**config.mk**
```make
export PLATFORM = sky130hd
export DESIGN_NAME = ecc_mem_top
export DESIGN_NICKNAME = d
export VERILOG_FILES = /design/src/verilog/ecc_pkg.sv /design/src/verilog/mem_pkg.sv /design/src/verilog/ecc_encoder.sv /design/src/verilog/ecc_array.sv /design/src/verilog/ecc_syndrome.sv /design/src/verilog/ecc_corrector.sv /design/src/verilog/ecc_mem_top.sv
export SDC_FILE = /design/constraint.sdc
export NUM_CORES = 1
export LEC_CHECK = 0
export BUFFER_PORTS_ARGS = -buffer_cell sky130_fd_sc_hd__clkbuf_2
export CORE_ASPECT_RATIO = 1.25
export CORE_UTILIZATION = 50
export CTS_BUF_LIST = sky130_fd_sc_hd__clkbuf_4 sky130_fd_sc_hd__clkbuf_8
export CTS_CLUSTER_SIZE = 14
export DETAILED_ROUTE_END_ITERATION = 6
export PLACE_DENSITY_LB_ADDON = 0.3
export SETUP_SLACK_MARGIN = 0.02
export SLEW_MARGIN = 20
export SYNTH_ARGS = -nofsm -noshare
export SYNTH_HDL_FRONTEND = slang
export SYNTH_SLANG_ARGS = --single-unit
```
**constraint.sdc**
```tcl
create_clock -name clk -period 9.28 [get_ports clk]
set_input_delay 0.464 -clock clk [delete_from_list [all_inputs] [get_ports clk]]
set_output_delay 0.464 -clock clk [all_outputs]
set_load 0.02 [all_outputs]
```
**src/verilog/ecc_pkg.sv**
```systemverilog
`default_nettype none

package ecc_pkg;

    localparam int DATA_WIDTH   = 68;
    localparam int PARITY_WIDTH = 8;
    localparam int CODE_WIDTH   = DATA_WIDTH + PARITY_WIDTH;

    // Syndrome produced by a flip of each data bit, data bit 0 first.
    localparam logic [PARITY_WIDTH-1:0] CHECK_COLUMNS [0:DATA_WIDTH-1] = '{
        8'h83, 8'h85, 8'h86, 8'h07, 8'h89, 8'h8a, 8'h0b, 8'h8c,
        8'h0d, 8'h0e, 8'h8f, 8'h91, 8'h92, 8'h13, 8'h94, 8'h15,
        8'h16, 8'h97, 8'h98, 8'h19, 8'h1a, 8'h9b, 8'h1c, 8'h9d,
        8'h9e, 8'h1f, 8'ha1, 8'ha2, 8'h23, 8'ha4, 8'h25, 8'h26,
        8'ha7, 8'ha8, 8'h29, 8'h2a, 8'hab, 8'h2c, 8'had, 8'hae,
        8'h2f, 8'hb0, 8'h31, 8'h32, 8'hb3, 8'h34, 8'hb5, 8'hb6,
        8'h37, 8'h38, 8'hb9, 8'hba, 8'h3b, 8'hbc, 8'h3d, 8'h3e,
        8'hbf, 8'hc1, 8'hc2, 8'h43, 8'hc4, 8'h45, 8'h46, 8'hc7,
        8'hc8, 8'h49, 8'h4a, 8'hcb
    };

    // Check bits sit above the data, so codeword bit 68 is check bit 0.
    typedef struct packed {
        logic [PARITY_WIDTH-1:0] parity;
        logic [DATA_WIDTH-1:0]   data;
    } codeword_t;

    typedef struct packed {
        logic                    valid;
        logic                    bypass;
        codeword_t               codeword;
        logic [PARITY_WIDTH-1:0] syndrome;
    } synd_stage_t;

    function automatic logic [PARITY_WIDTH-1:0] ecc_parity(input logic [DATA_WIDTH-1:0] data);
        logic [PARITY_WIDTH-1:0] parity;
        parity = '0;
        for (int i = 0; i < DATA_WIDTH; i++) begin
            parity ^= CHECK_COLUMNS[i] & {PARITY_WIDTH{data[i]}}; // Each bit adds its column.
        end
        return parity;
    endfunction

endpackage

`default_nettype wire

```
**src/verilog/mem_pkg.sv**
```systemverilog
`default_nettype none

package mem_pkg;

    import ecc_pkg::*;

    localparam int ADDR_WIDTH = 4;
    localparam int DEPTH      = 1 << ADDR_WIDTH;

    typedef struct packed {
        logic                  en;
        logic [ADDR_WIDTH-1:0] addr;
        logic [DATA_WIDTH-1:0] data;
        logic [CODE_WIDTH-1:0] flip; // Codeword bits to invert before storage.
    } wr_req_t;

    typedef struct packed {
        logic                  en;
        logic [ADDR_WIDTH-1:0] addr;
        logic                  bypass;
    } rd_req_t;

    // Travels with the read codeword out of the array.
    typedef struct packed {
        logic valid;
        logic bypass;
    } rd_tag_t;

endpackage

`default_nettype wire

```
**src/verilog/ecc_encoder.sv**
```systemverilog
`timescale 1ns/1ps
`default_nettype none

module ecc_encoder
    import ecc_pkg::*;
    import mem_pkg::*;
(
    input  logic                  clk,
    input  logic                  rst,
    input  wr_req_t               wr,
    output logic                  wr_en_q,
    output logic [ADDR_WIDTH-1:0] wr_addr_q,
    output codeword_t             wr_code_q
);

    codeword_t clean_code;
    codeword_t flipped_code;

    assign clean_code.parity = ecc_parity(wr.data);
    assign clean_code.data   = wr.data;

    // Injected flips may land on data or check bits alike.
    assign flipped_code = codeword_t'(clean_code ^ wr.flip);

    always_ff @(posedge clk) begin
        if (rst) begin
            wr_en_q <= 1'b0;
        end else begin
            wr_en_q <= wr.en;
        end
    end

    always_ff @(posedge clk) begin
        if (wr.en) begin
            wr_addr_q <= wr.addr;
            wr_code_q <= flipped_code;
        end
    end

endmodule

`default_nettype wire

```
**src/verilog/ecc_array.sv**
```systemverilog
`timescale 1ns/1ps
`default_nettype none

module ecc_array
    import ecc_pkg::*;
    import mem_pkg::*;
(
    input  logic                  clk,
    input  logic                  rst,
    input  logic                  wr_en,
    input  logic [ADDR_WIDTH-1:0] wr_addr,
    input  codeword_t             wr_code,
    input  rd_req_t               rd,
    output codeword_t             rd_code,
    output rd_tag_t               rd_tag
);

    codeword_t mem [DEPTH];

    always_ff @(posedge clk) begin
        if (wr_en) begin
            mem[wr_addr] <= wr_code;
        end
    end

    // A read on the same edge as a write sees the old word.
    always_ff @(posedge clk) begin
        if (rd.en) begin
            rd_code       <= mem[rd.addr];
            rd_tag.bypass <= rd.bypass;
        end
        if (rst) begin
            rd_tag.valid <= 1'b0;
        end else begin
            rd_tag.valid <= rd.en;
        end
    end

endmodule

`default_nettype wire

```
**src/verilog/ecc_syndrome.sv**
```systemverilog
`timescale 1ns/1ps
`default_nettype none

module ecc_syndrome
    import ecc_pkg::*;
    import mem_pkg::*;
(
    input  logic        clk,
    input  logic        rst,
    input  codeword_t   rd_code,
    input  rd_tag_t     rd_tag,
    output synd_stage_t stage
);

    logic [PARITY_WIDTH-1:0] recomputed;
    logic [PARITY_WIDTH-1:0] syndrome;

    assign recomputed = ecc_parity(rd_code.data);
    assign syndrome   = recomputed ^ rd_code.parity; // Zero when the word is clean.

    always_ff @(posedge clk) begin
        if (rst) begin
            stage.valid <= 1'b0;
        end else begin
            stage.valid <= rd_tag.valid;
        end

        // Payload only moves with a live read.
        if (rd_tag.valid) begin
            stage.bypass   <= rd_tag.bypass;
            stage.codeword <= rd_code;
            stage.syndrome <= syndrome;
        end
    end

endmodule

`default_nettype wire

```
**src/verilog/ecc_corrector.sv**
```systemverilog
`timescale 1ns/1ps
`default_nettype none

module ecc_corrector
    import ecc_pkg::*;
(
    input  logic                  clk,
    input  logic                  rst,
    input  synd_stage_t           stage,
    output logic                  rd_valid,
    output logic [DATA_WIDTH-1:0] rd_data,
    output logic                  sbit_err,
    output logic                  dbit_err
);

    logic [DATA_WIDTH-1:0] mask;
    logic                  sbit_hit;
    logic                  dbit_hit;
    logic [DATA_WIDTH-1:0] fixed_data;

    always_comb begin
        mask     = '0;
        sbit_hit = 1'b0;
        dbit_hit = 1'b0;
        if (stage.syndrome != '0) begin
            if ($onehot(stage.syndrome)) begin
                sbit_hit = 1'b1; // Only a check bit flipped so the data is intact.
            end else begin
                dbit_hit = 1'b1;
                for (int i = 0; i < DATA_WIDTH; i++) begin
                    if (stage.syndrome == CHECK_COLUMNS[i]) begin
                        mask[i]  = 1'b1;
                        sbit_hit = 1'b1;
                        dbit_hit = 1'b0;
                    end
                end
            end
        end
    end

    // Uncorrectable words are passed on as stored.
    assign fixed_data = stage.codeword.data ^ mask;

    always_ff @(posedge clk) begin
        if (rst) begin
            rd_valid <= 1'b0;
            sbit_err <= 1'b0;
            dbit_err <= 1'b0;
        end else begin
            rd_valid <= stage.valid;
            sbit_err <= stage.valid & ~stage.bypass & sbit_hit;
            dbit_err <= stage.valid & ~stage.bypass & dbit_hit;
        end
    end

    always_ff @(posedge clk) begin
        if (stage.valid) begin
            rd_data <= stage.bypass ? stage.codeword.data : fixed_data;
        end
    end

endmodule

`default_nettype wire

```
**src/verilog/ecc_mem_top.sv**
```systemverilog
`timescale 1ns/1ps
`default_nettype none

module ecc_mem_top
    import ecc_pkg::*;
    import mem_pkg::*;
(
    input  logic                  clk,
    input  logic                  rst,
    input  wr_req_t               wr,
    input  rd_req_t               rd,
    output logic                  rd_valid,
    output logic [DATA_WIDTH-1:0] rd_data,
    output logic                  sbit_err,
    output logic                  dbit_err
);

    logic                  wr_en_q;
    logic [ADDR_WIDTH-1:0] wr_addr_q;
    codeword_t             wr_code_q;
    codeword_t             rd_code;
    rd_tag_t               rd_tag;
    synd_stage_t           stage;

    ecc_encoder u_encoder (
        .clk       (clk),
        .rst       (rst),
        .wr        (wr),
        .wr_en_q   (wr_en_q),
        .wr_addr_q (wr_addr_q),
        .wr_code_q (wr_code_q)
    );

    ecc_array u_array (
        .clk     (clk),
        .rst     (rst),
        .wr_en   (wr_en_q),
        .wr_addr (wr_addr_q),
        .wr_code (wr_code_q),
        .rd      (rd),
        .rd_code (rd_code),
        .rd_tag  (rd_tag)
    );

    ecc_syndrome u_syndrome (
        .clk     (clk),
        .rst     (rst),
        .rd_code (rd_code),
        .rd_tag  (rd_tag),
        .stage   (stage)
    );

    // Three edges from read request to rd_valid.
    ecc_corrector u_corrector (
        .clk      (clk),
        .rst      (rst),
        .stage    (stage),
        .rd_valid (rd_valid),
        .rd_data  (rd_data),
        .sbit_err (sbit_err),
        .dbit_err (dbit_err)
    );

endmodule

`default_nettype wire

```
# == After elaboration in Yosys (flattened, before gate mapping) ==
# Memory sizes are Yosys's and may differ from the RTL's. A register that Yosys moved wholly into a read port is not among the register bits.
# Index checks and enable logic that the tools add are counted.
# totals
regBits,232
ramBits,1216
inputBits,157
out_inout_bits,71
mem_count,1
# memory_table
memory,depth,word_bits,rd,rd_clocked_by_memory_dff,write_ports,line,text
u_array.mem,16,76,1,1,1,ecc_array.sv:18,codeword_t mem [DEPTH];
# op_classes
addsub,7
n_eq_ne,69
mux,212
bitwise_logic,141
n_reduce_logical,1
# op_table
operator,count
$xor 8x8->8,73
$eq 8x8->1 const B,37
$xor 8x6->8,30
$mux 1,209
$mux 68,3
$eq 8x6->1 const B,15
$xor 8x5->8,14
$xor 8x7->8,10
$xor 76x76->76,1
$xor 68x68->68,1
$eq 8x5->1 const B,7
$xor 8x4->8,6
$eq 8x7->1 const B,5
$eq 8x4->1 const B,3
$xor 8x3->8,2
$add 4x4->4,3
$add 1x1->2,4
$eq 8x3->1 const B,1
$reduce_bool 8->1,1
$eq 4x1->1 const B,1
$and 1x1->1,3
$not 1->1,1

# == Longest topological paths before layout ==
# depth
word_depth,72
mapped_depth,13

# == Cells and area by module ==
# From an unflattened synthesis, not the netlist that was laid out.
# unflattened
hier_cells,2836
hier_area_um2,60524.3
# by_module_without_submodules
module,instances,cells_per_inst,area_per_inst_um2
ecc_array,1,1955,47798.3
ecc_encoder,1,289,4524.3
ecc_corrector,1,362,4140.2
ecc_syndrome,1,230,4061.4

# == Worst setup path after synthesis ==
# OpenSTA, ideal clock, no wires.
# synth_timing
path_type,flip-flop to flip-flop
from,reg u_encoder.wr_addr_q[2]
to,mem u_array.mem[0][0] in the netlist's numbering (enable)
arrival_time_ps,6069
required_ps,8677
path_slack_ps,2607
path_stages_with_launch,3
path_buffers,0
period_less_slack_ps,6673
cell_sequence,edfxtp_1 -> or3b_2 -> nor3_1
# synth_rtl
element,line,text
"start, declared",ecc_encoder.sv:12,"output logic [ADDR_WIDTH-1:0] wr_addr_q,"
"start signal, assigned",ecc_encoder.sv:35,wr_addr_q <= wr.addr;
"end, declared",ecc_array.sv:18,
# Straight into the memory's write port.

# == Final worst setup path ==
# layout_timing
from,"reg, netlist name u_syndrome.stage[0]"
to,"reg u_corrector.rd_data[17], data pin"
# layout_between
elab_chain_len,8
word_cells_on_any_way,11
classes_between,add/sub: 3; eq/ne: 2; mux: 4; bitwise: 1; reduce/logical: 1
# layout_lines
element,line,text
$add 1x1->2 (not written as such),ecc_corrector.sv:26,if ($onehot(stage.syndrome)) begin
$add 4x4->4 (not written as such) (2 in a row),ecc_corrector.sv:26,
$eq 4x1->1,ecc_corrector.sv:26,
$mux 68,ecc_corrector.sv:26,
$mux 68 (*),ecc_corrector.sv:25,if (stage.syndrome != '0) begin
$xor 68x68->68 (*),ecc_corrector.sv:42,assign fixed_data = stage.codeword.data ^ mask;
$mux 68 (*),ecc_corrector.sv:58,rd_data <= stage.bypass ? stage.codeword.data : fixed_data;
"end signal, assigned",ecc_corrector.sv:58,
"end, declared",ecc_corrector.sv:11,"output logic [DATA_WIDTH-1:0] rd_data,"
# Every way passes the cells marked *; elsewhere a longest branch is shown, timed or not.
# A chain may end at the register's enable or synchronous reset.

==> impl_metrics.ini <==
[clock_tree]
cts_resized = 0
htree_levels = 4
cts_setup_buffers = 0
clk_pin_slew_worst_paths_ns = 0.08
cts-root-buf = clkbuf_8
clk_latency_ns = 0.91
cts_tree = done
cts_sinks = 1524
cts_buffers = 215
cts.path.max_buffers = 3

[sta]
period_minus_slack_ns = 4.440
final.setup.tns_ns = 0
max_freq_mhz = 225.2
finalSetupViolCount = 0
slew_viol_final = 0
worst_slew_pin_slew_ns = 1.101
hold_violations = 0
finalCritPeriodShare = 0.4784
slew_headroom = 0.2662
clock_skew_ns = 0.04513
rsz0062_at_grt = false

[power]
switching_share = 0.2515
ir_worst_vdd_mv = 0.1549
p_leak_uw = 0.02236
p_int_uw = 11490
power_frac_clock = 0.326
pwr_density_cell_mw_per_mm2 = 224.0
p_comb_frac = 0.129
seqPwrFrac = 0.545
power_uw = 15350
power.switching_uw = 3861

[route]
dr.first_iter.drc_count = 3543
drc_errors = 0
ant_nets = 0
vias_per_cell = 5.904
wl_per_cell_um = 30.55
dr_total_vias = 28888
first_pass_iters = 6
totalWireLength_mm = 149.5

[setup_path]
cp_max_fo = 13
worstSetupPathType = register to register
critPathArrivalTime_ns = 5.07
required_ns = 9.91
crit_path_end_kind = register
cp-start-kind = register

[global_route]
grt_max_degree = 106
overflow = 0
grt_antenna_before_repair = 10
grt_pass1_wl_mm = 211.1
grt.total_usage = 0.2485
grt_pass1_vias = 30097

[die]
io_pins = 228
num_rows = 141
initial_core_util = 0.5061
core_area_mm2 = 0.1187
fp.dieW_um = 312.1
die_y_um = 389.6
dieArea_mm2 = 0.1216

[place]
portBuffers = 227
place_area_mm2 = 0.06331
place_inst = 4389
dp_hpwl_mm = 88.87
gp_congestion = 0.9070

[synthesis]
ys_seq_area_frac = 0.7605
synth.distinct_cells = 47
async_flop_share = 0
syn-num-nets = 2824
yosys_register_bits = 1524
synth_top_cell_area_share = 0.7585
syn_inst = 2644
synthTopCellsByArea = edfxtp_1 76%, mux4_2 14%, xnor2_1 3.0%, xor2_1 2.5%, xnor3_1 1.1%
synth-warning-count = 0
synth_common_cells = 1518 x edfxtp_1, 380 x mux4_2, 207 x xnor2_1
synth_ff_type = edfxtp_1
synth_most_common_cell = edfxtp_1
syn_area_mm2 = 0.06009
synth_area_per_cell_um2 = 22.73
synth_top_cell_by_area = edfxtp_1
synth_edf_count = 1518

[min_path]
hp-class = primary input to register

[layout]
multi_input_area_mm2 = 0.01401
fin_area_mm2 = 0.06853
layout-area-overhead-vs-synth_pct = 14.03
fin_util = 0.5772
nets = 3325
drive_gt1_frac = 0.3036
regArea_mm2 = 0.04571
fin_cells = 4893
n_fill_cell = 8453

[flow_run]
max_cap_viol_count = 0

[status]
status = complete, no violations
## cell type report
type                    instances  share of cell area
flip-flops and latches       1524              0.6670
multi-input cells            1002              0.2044
clock buffers                 280             0.05067
repair buffers                384             0.03909
well taps                    1573             0.02872
clock inverters               109            0.009002
inverters                      18           0.0009860
diodes                          3           0.0001096
## what timing repair did
item                       in CTS  in global routing
hold buffers                  112                  0
hold endpoints to repair      101                  0
setup endpoints to repair       0                  0
## cells by family after synthesis
group / count (synthesis) / synth area share
xor+xnor: 412 / 0.06792
fa+ha+maj: 23 / 0.005289
buf+inv: 118 / 0.008224
compound gates: 41 / 0.004727
mux: 380 / 0.1424
flops: 1524 / 0.7605
simple gates: 146 / 0.01089
## layer usage
layer  track usage  wire (um)  part of all wire
met1        0.3247      56160              0.38
met2        0.4116      74620              0.50
met3       0.05310      13290             0.089
met4       0.09349       5391             0.036
met5             0         33           0.00022
## worst max-delay path, stage by stage, from the launching register on
cell and delay, ns:
edfxtp_1 0.39, ha_1 0.48, fa_1 0.52, fa_1 0.46
ha_1 0.22, fa_1 0.56, nor4b_1 0.08, nor2_1 0.67
nand3_1 0.41, nor2_1 0.27, xor2_1 0.10
## state kept, by name, indices dropped and copies added, names as in the netlist, 2 cells and up
register,flops
u_array.rd_tag,2
u_encoder.wr_addr_q,4
u_array.mem,1216
u_encoder.wr_code_q,76
u_syndrome.stage,78
u_array.rd_code,76
u_corrector.rd_data,68
## through the flow
| step | setup WS [ns] | hold slack, ns |
|---|---|---|
| after global placement | 5.098 | 0.4022 |
| after detailed placement | 4.966 | 0.4354 |
| after global routing | 4.630 | 0.02348 |
| final | 4.840 | 0.05884 |
| after floorplan | 2.607 | 0.4003 |
| after CTS | 4.881 | 0.002059 |
## path summary, 6_finish.rpt
kind,from,endpoint,slack (ns),depth (start not counted)
setup / recovery,u_syndrome.stage[0],u_corrector.rd_data[17],4.84,10
setup reg to reg,u_syndrome.stage[0],u_corrector.rd_data[17],4.84,10
hold / removal,wr[47],u_encoder.wr_code_q[47],0.06,2
hold reg to reg,u_array.rd_tag[0],u_syndrome.stage[84],0.45,0
## cells in the final DEF (no fill, tap or decap), drive strengths merged, types with 2 or more instances in the layout
master | Yosys | routed
edfxtp | 1518 | 1518
nor3 | 4 | 4
xnor2 | 210 | 210
inv | 18 | 24
buf | 47 | 51
ha | 19 | 19
dlygate4sd3 | 0 | 112
a21oi | 5 | 5
nand2b | 2 | 2
a22o | 2 | 2
nand4 | 10 | 10
nand3 | 8 | 8
diode | 0 | 3
a22oi | 7 | 7
a21boi | 4 | 4
xor3 | 2 | 2
nor2b | 5 | 5
xor2 | 170 | 170
dfxtp | 6 | 6
o22ai | 3 | 3
nor2 | 78 | 78
clkinvlp | 0 | 8
a41oi | 2 | 2
nand2 | 29 | 29
clkinv | 0 | 92
fa | 4 | 4
nand3b | 3 | 3
o21ai | 8 | 8
clkbuf | 53 | 501
and4 | 2 | 2
mux4 | 380 | 380
bufinv | 0 | 3
xnor3 | 30 | 30
## power by group through the flow
stage / logic [uW] / registers (uW) / clock network (uW)
floorplan: 1340 / 8380 / 0
global placement: 1910 / 8460 / 0
detailed placement: 1920 / 8510 / 0
CTS: 1980 / 8360 / 5100
global route: 2110 / 8390 / 5370
finish: 1980 / 8370 / 5010
No activity file was read; power rests on OpenSTA's default activity.
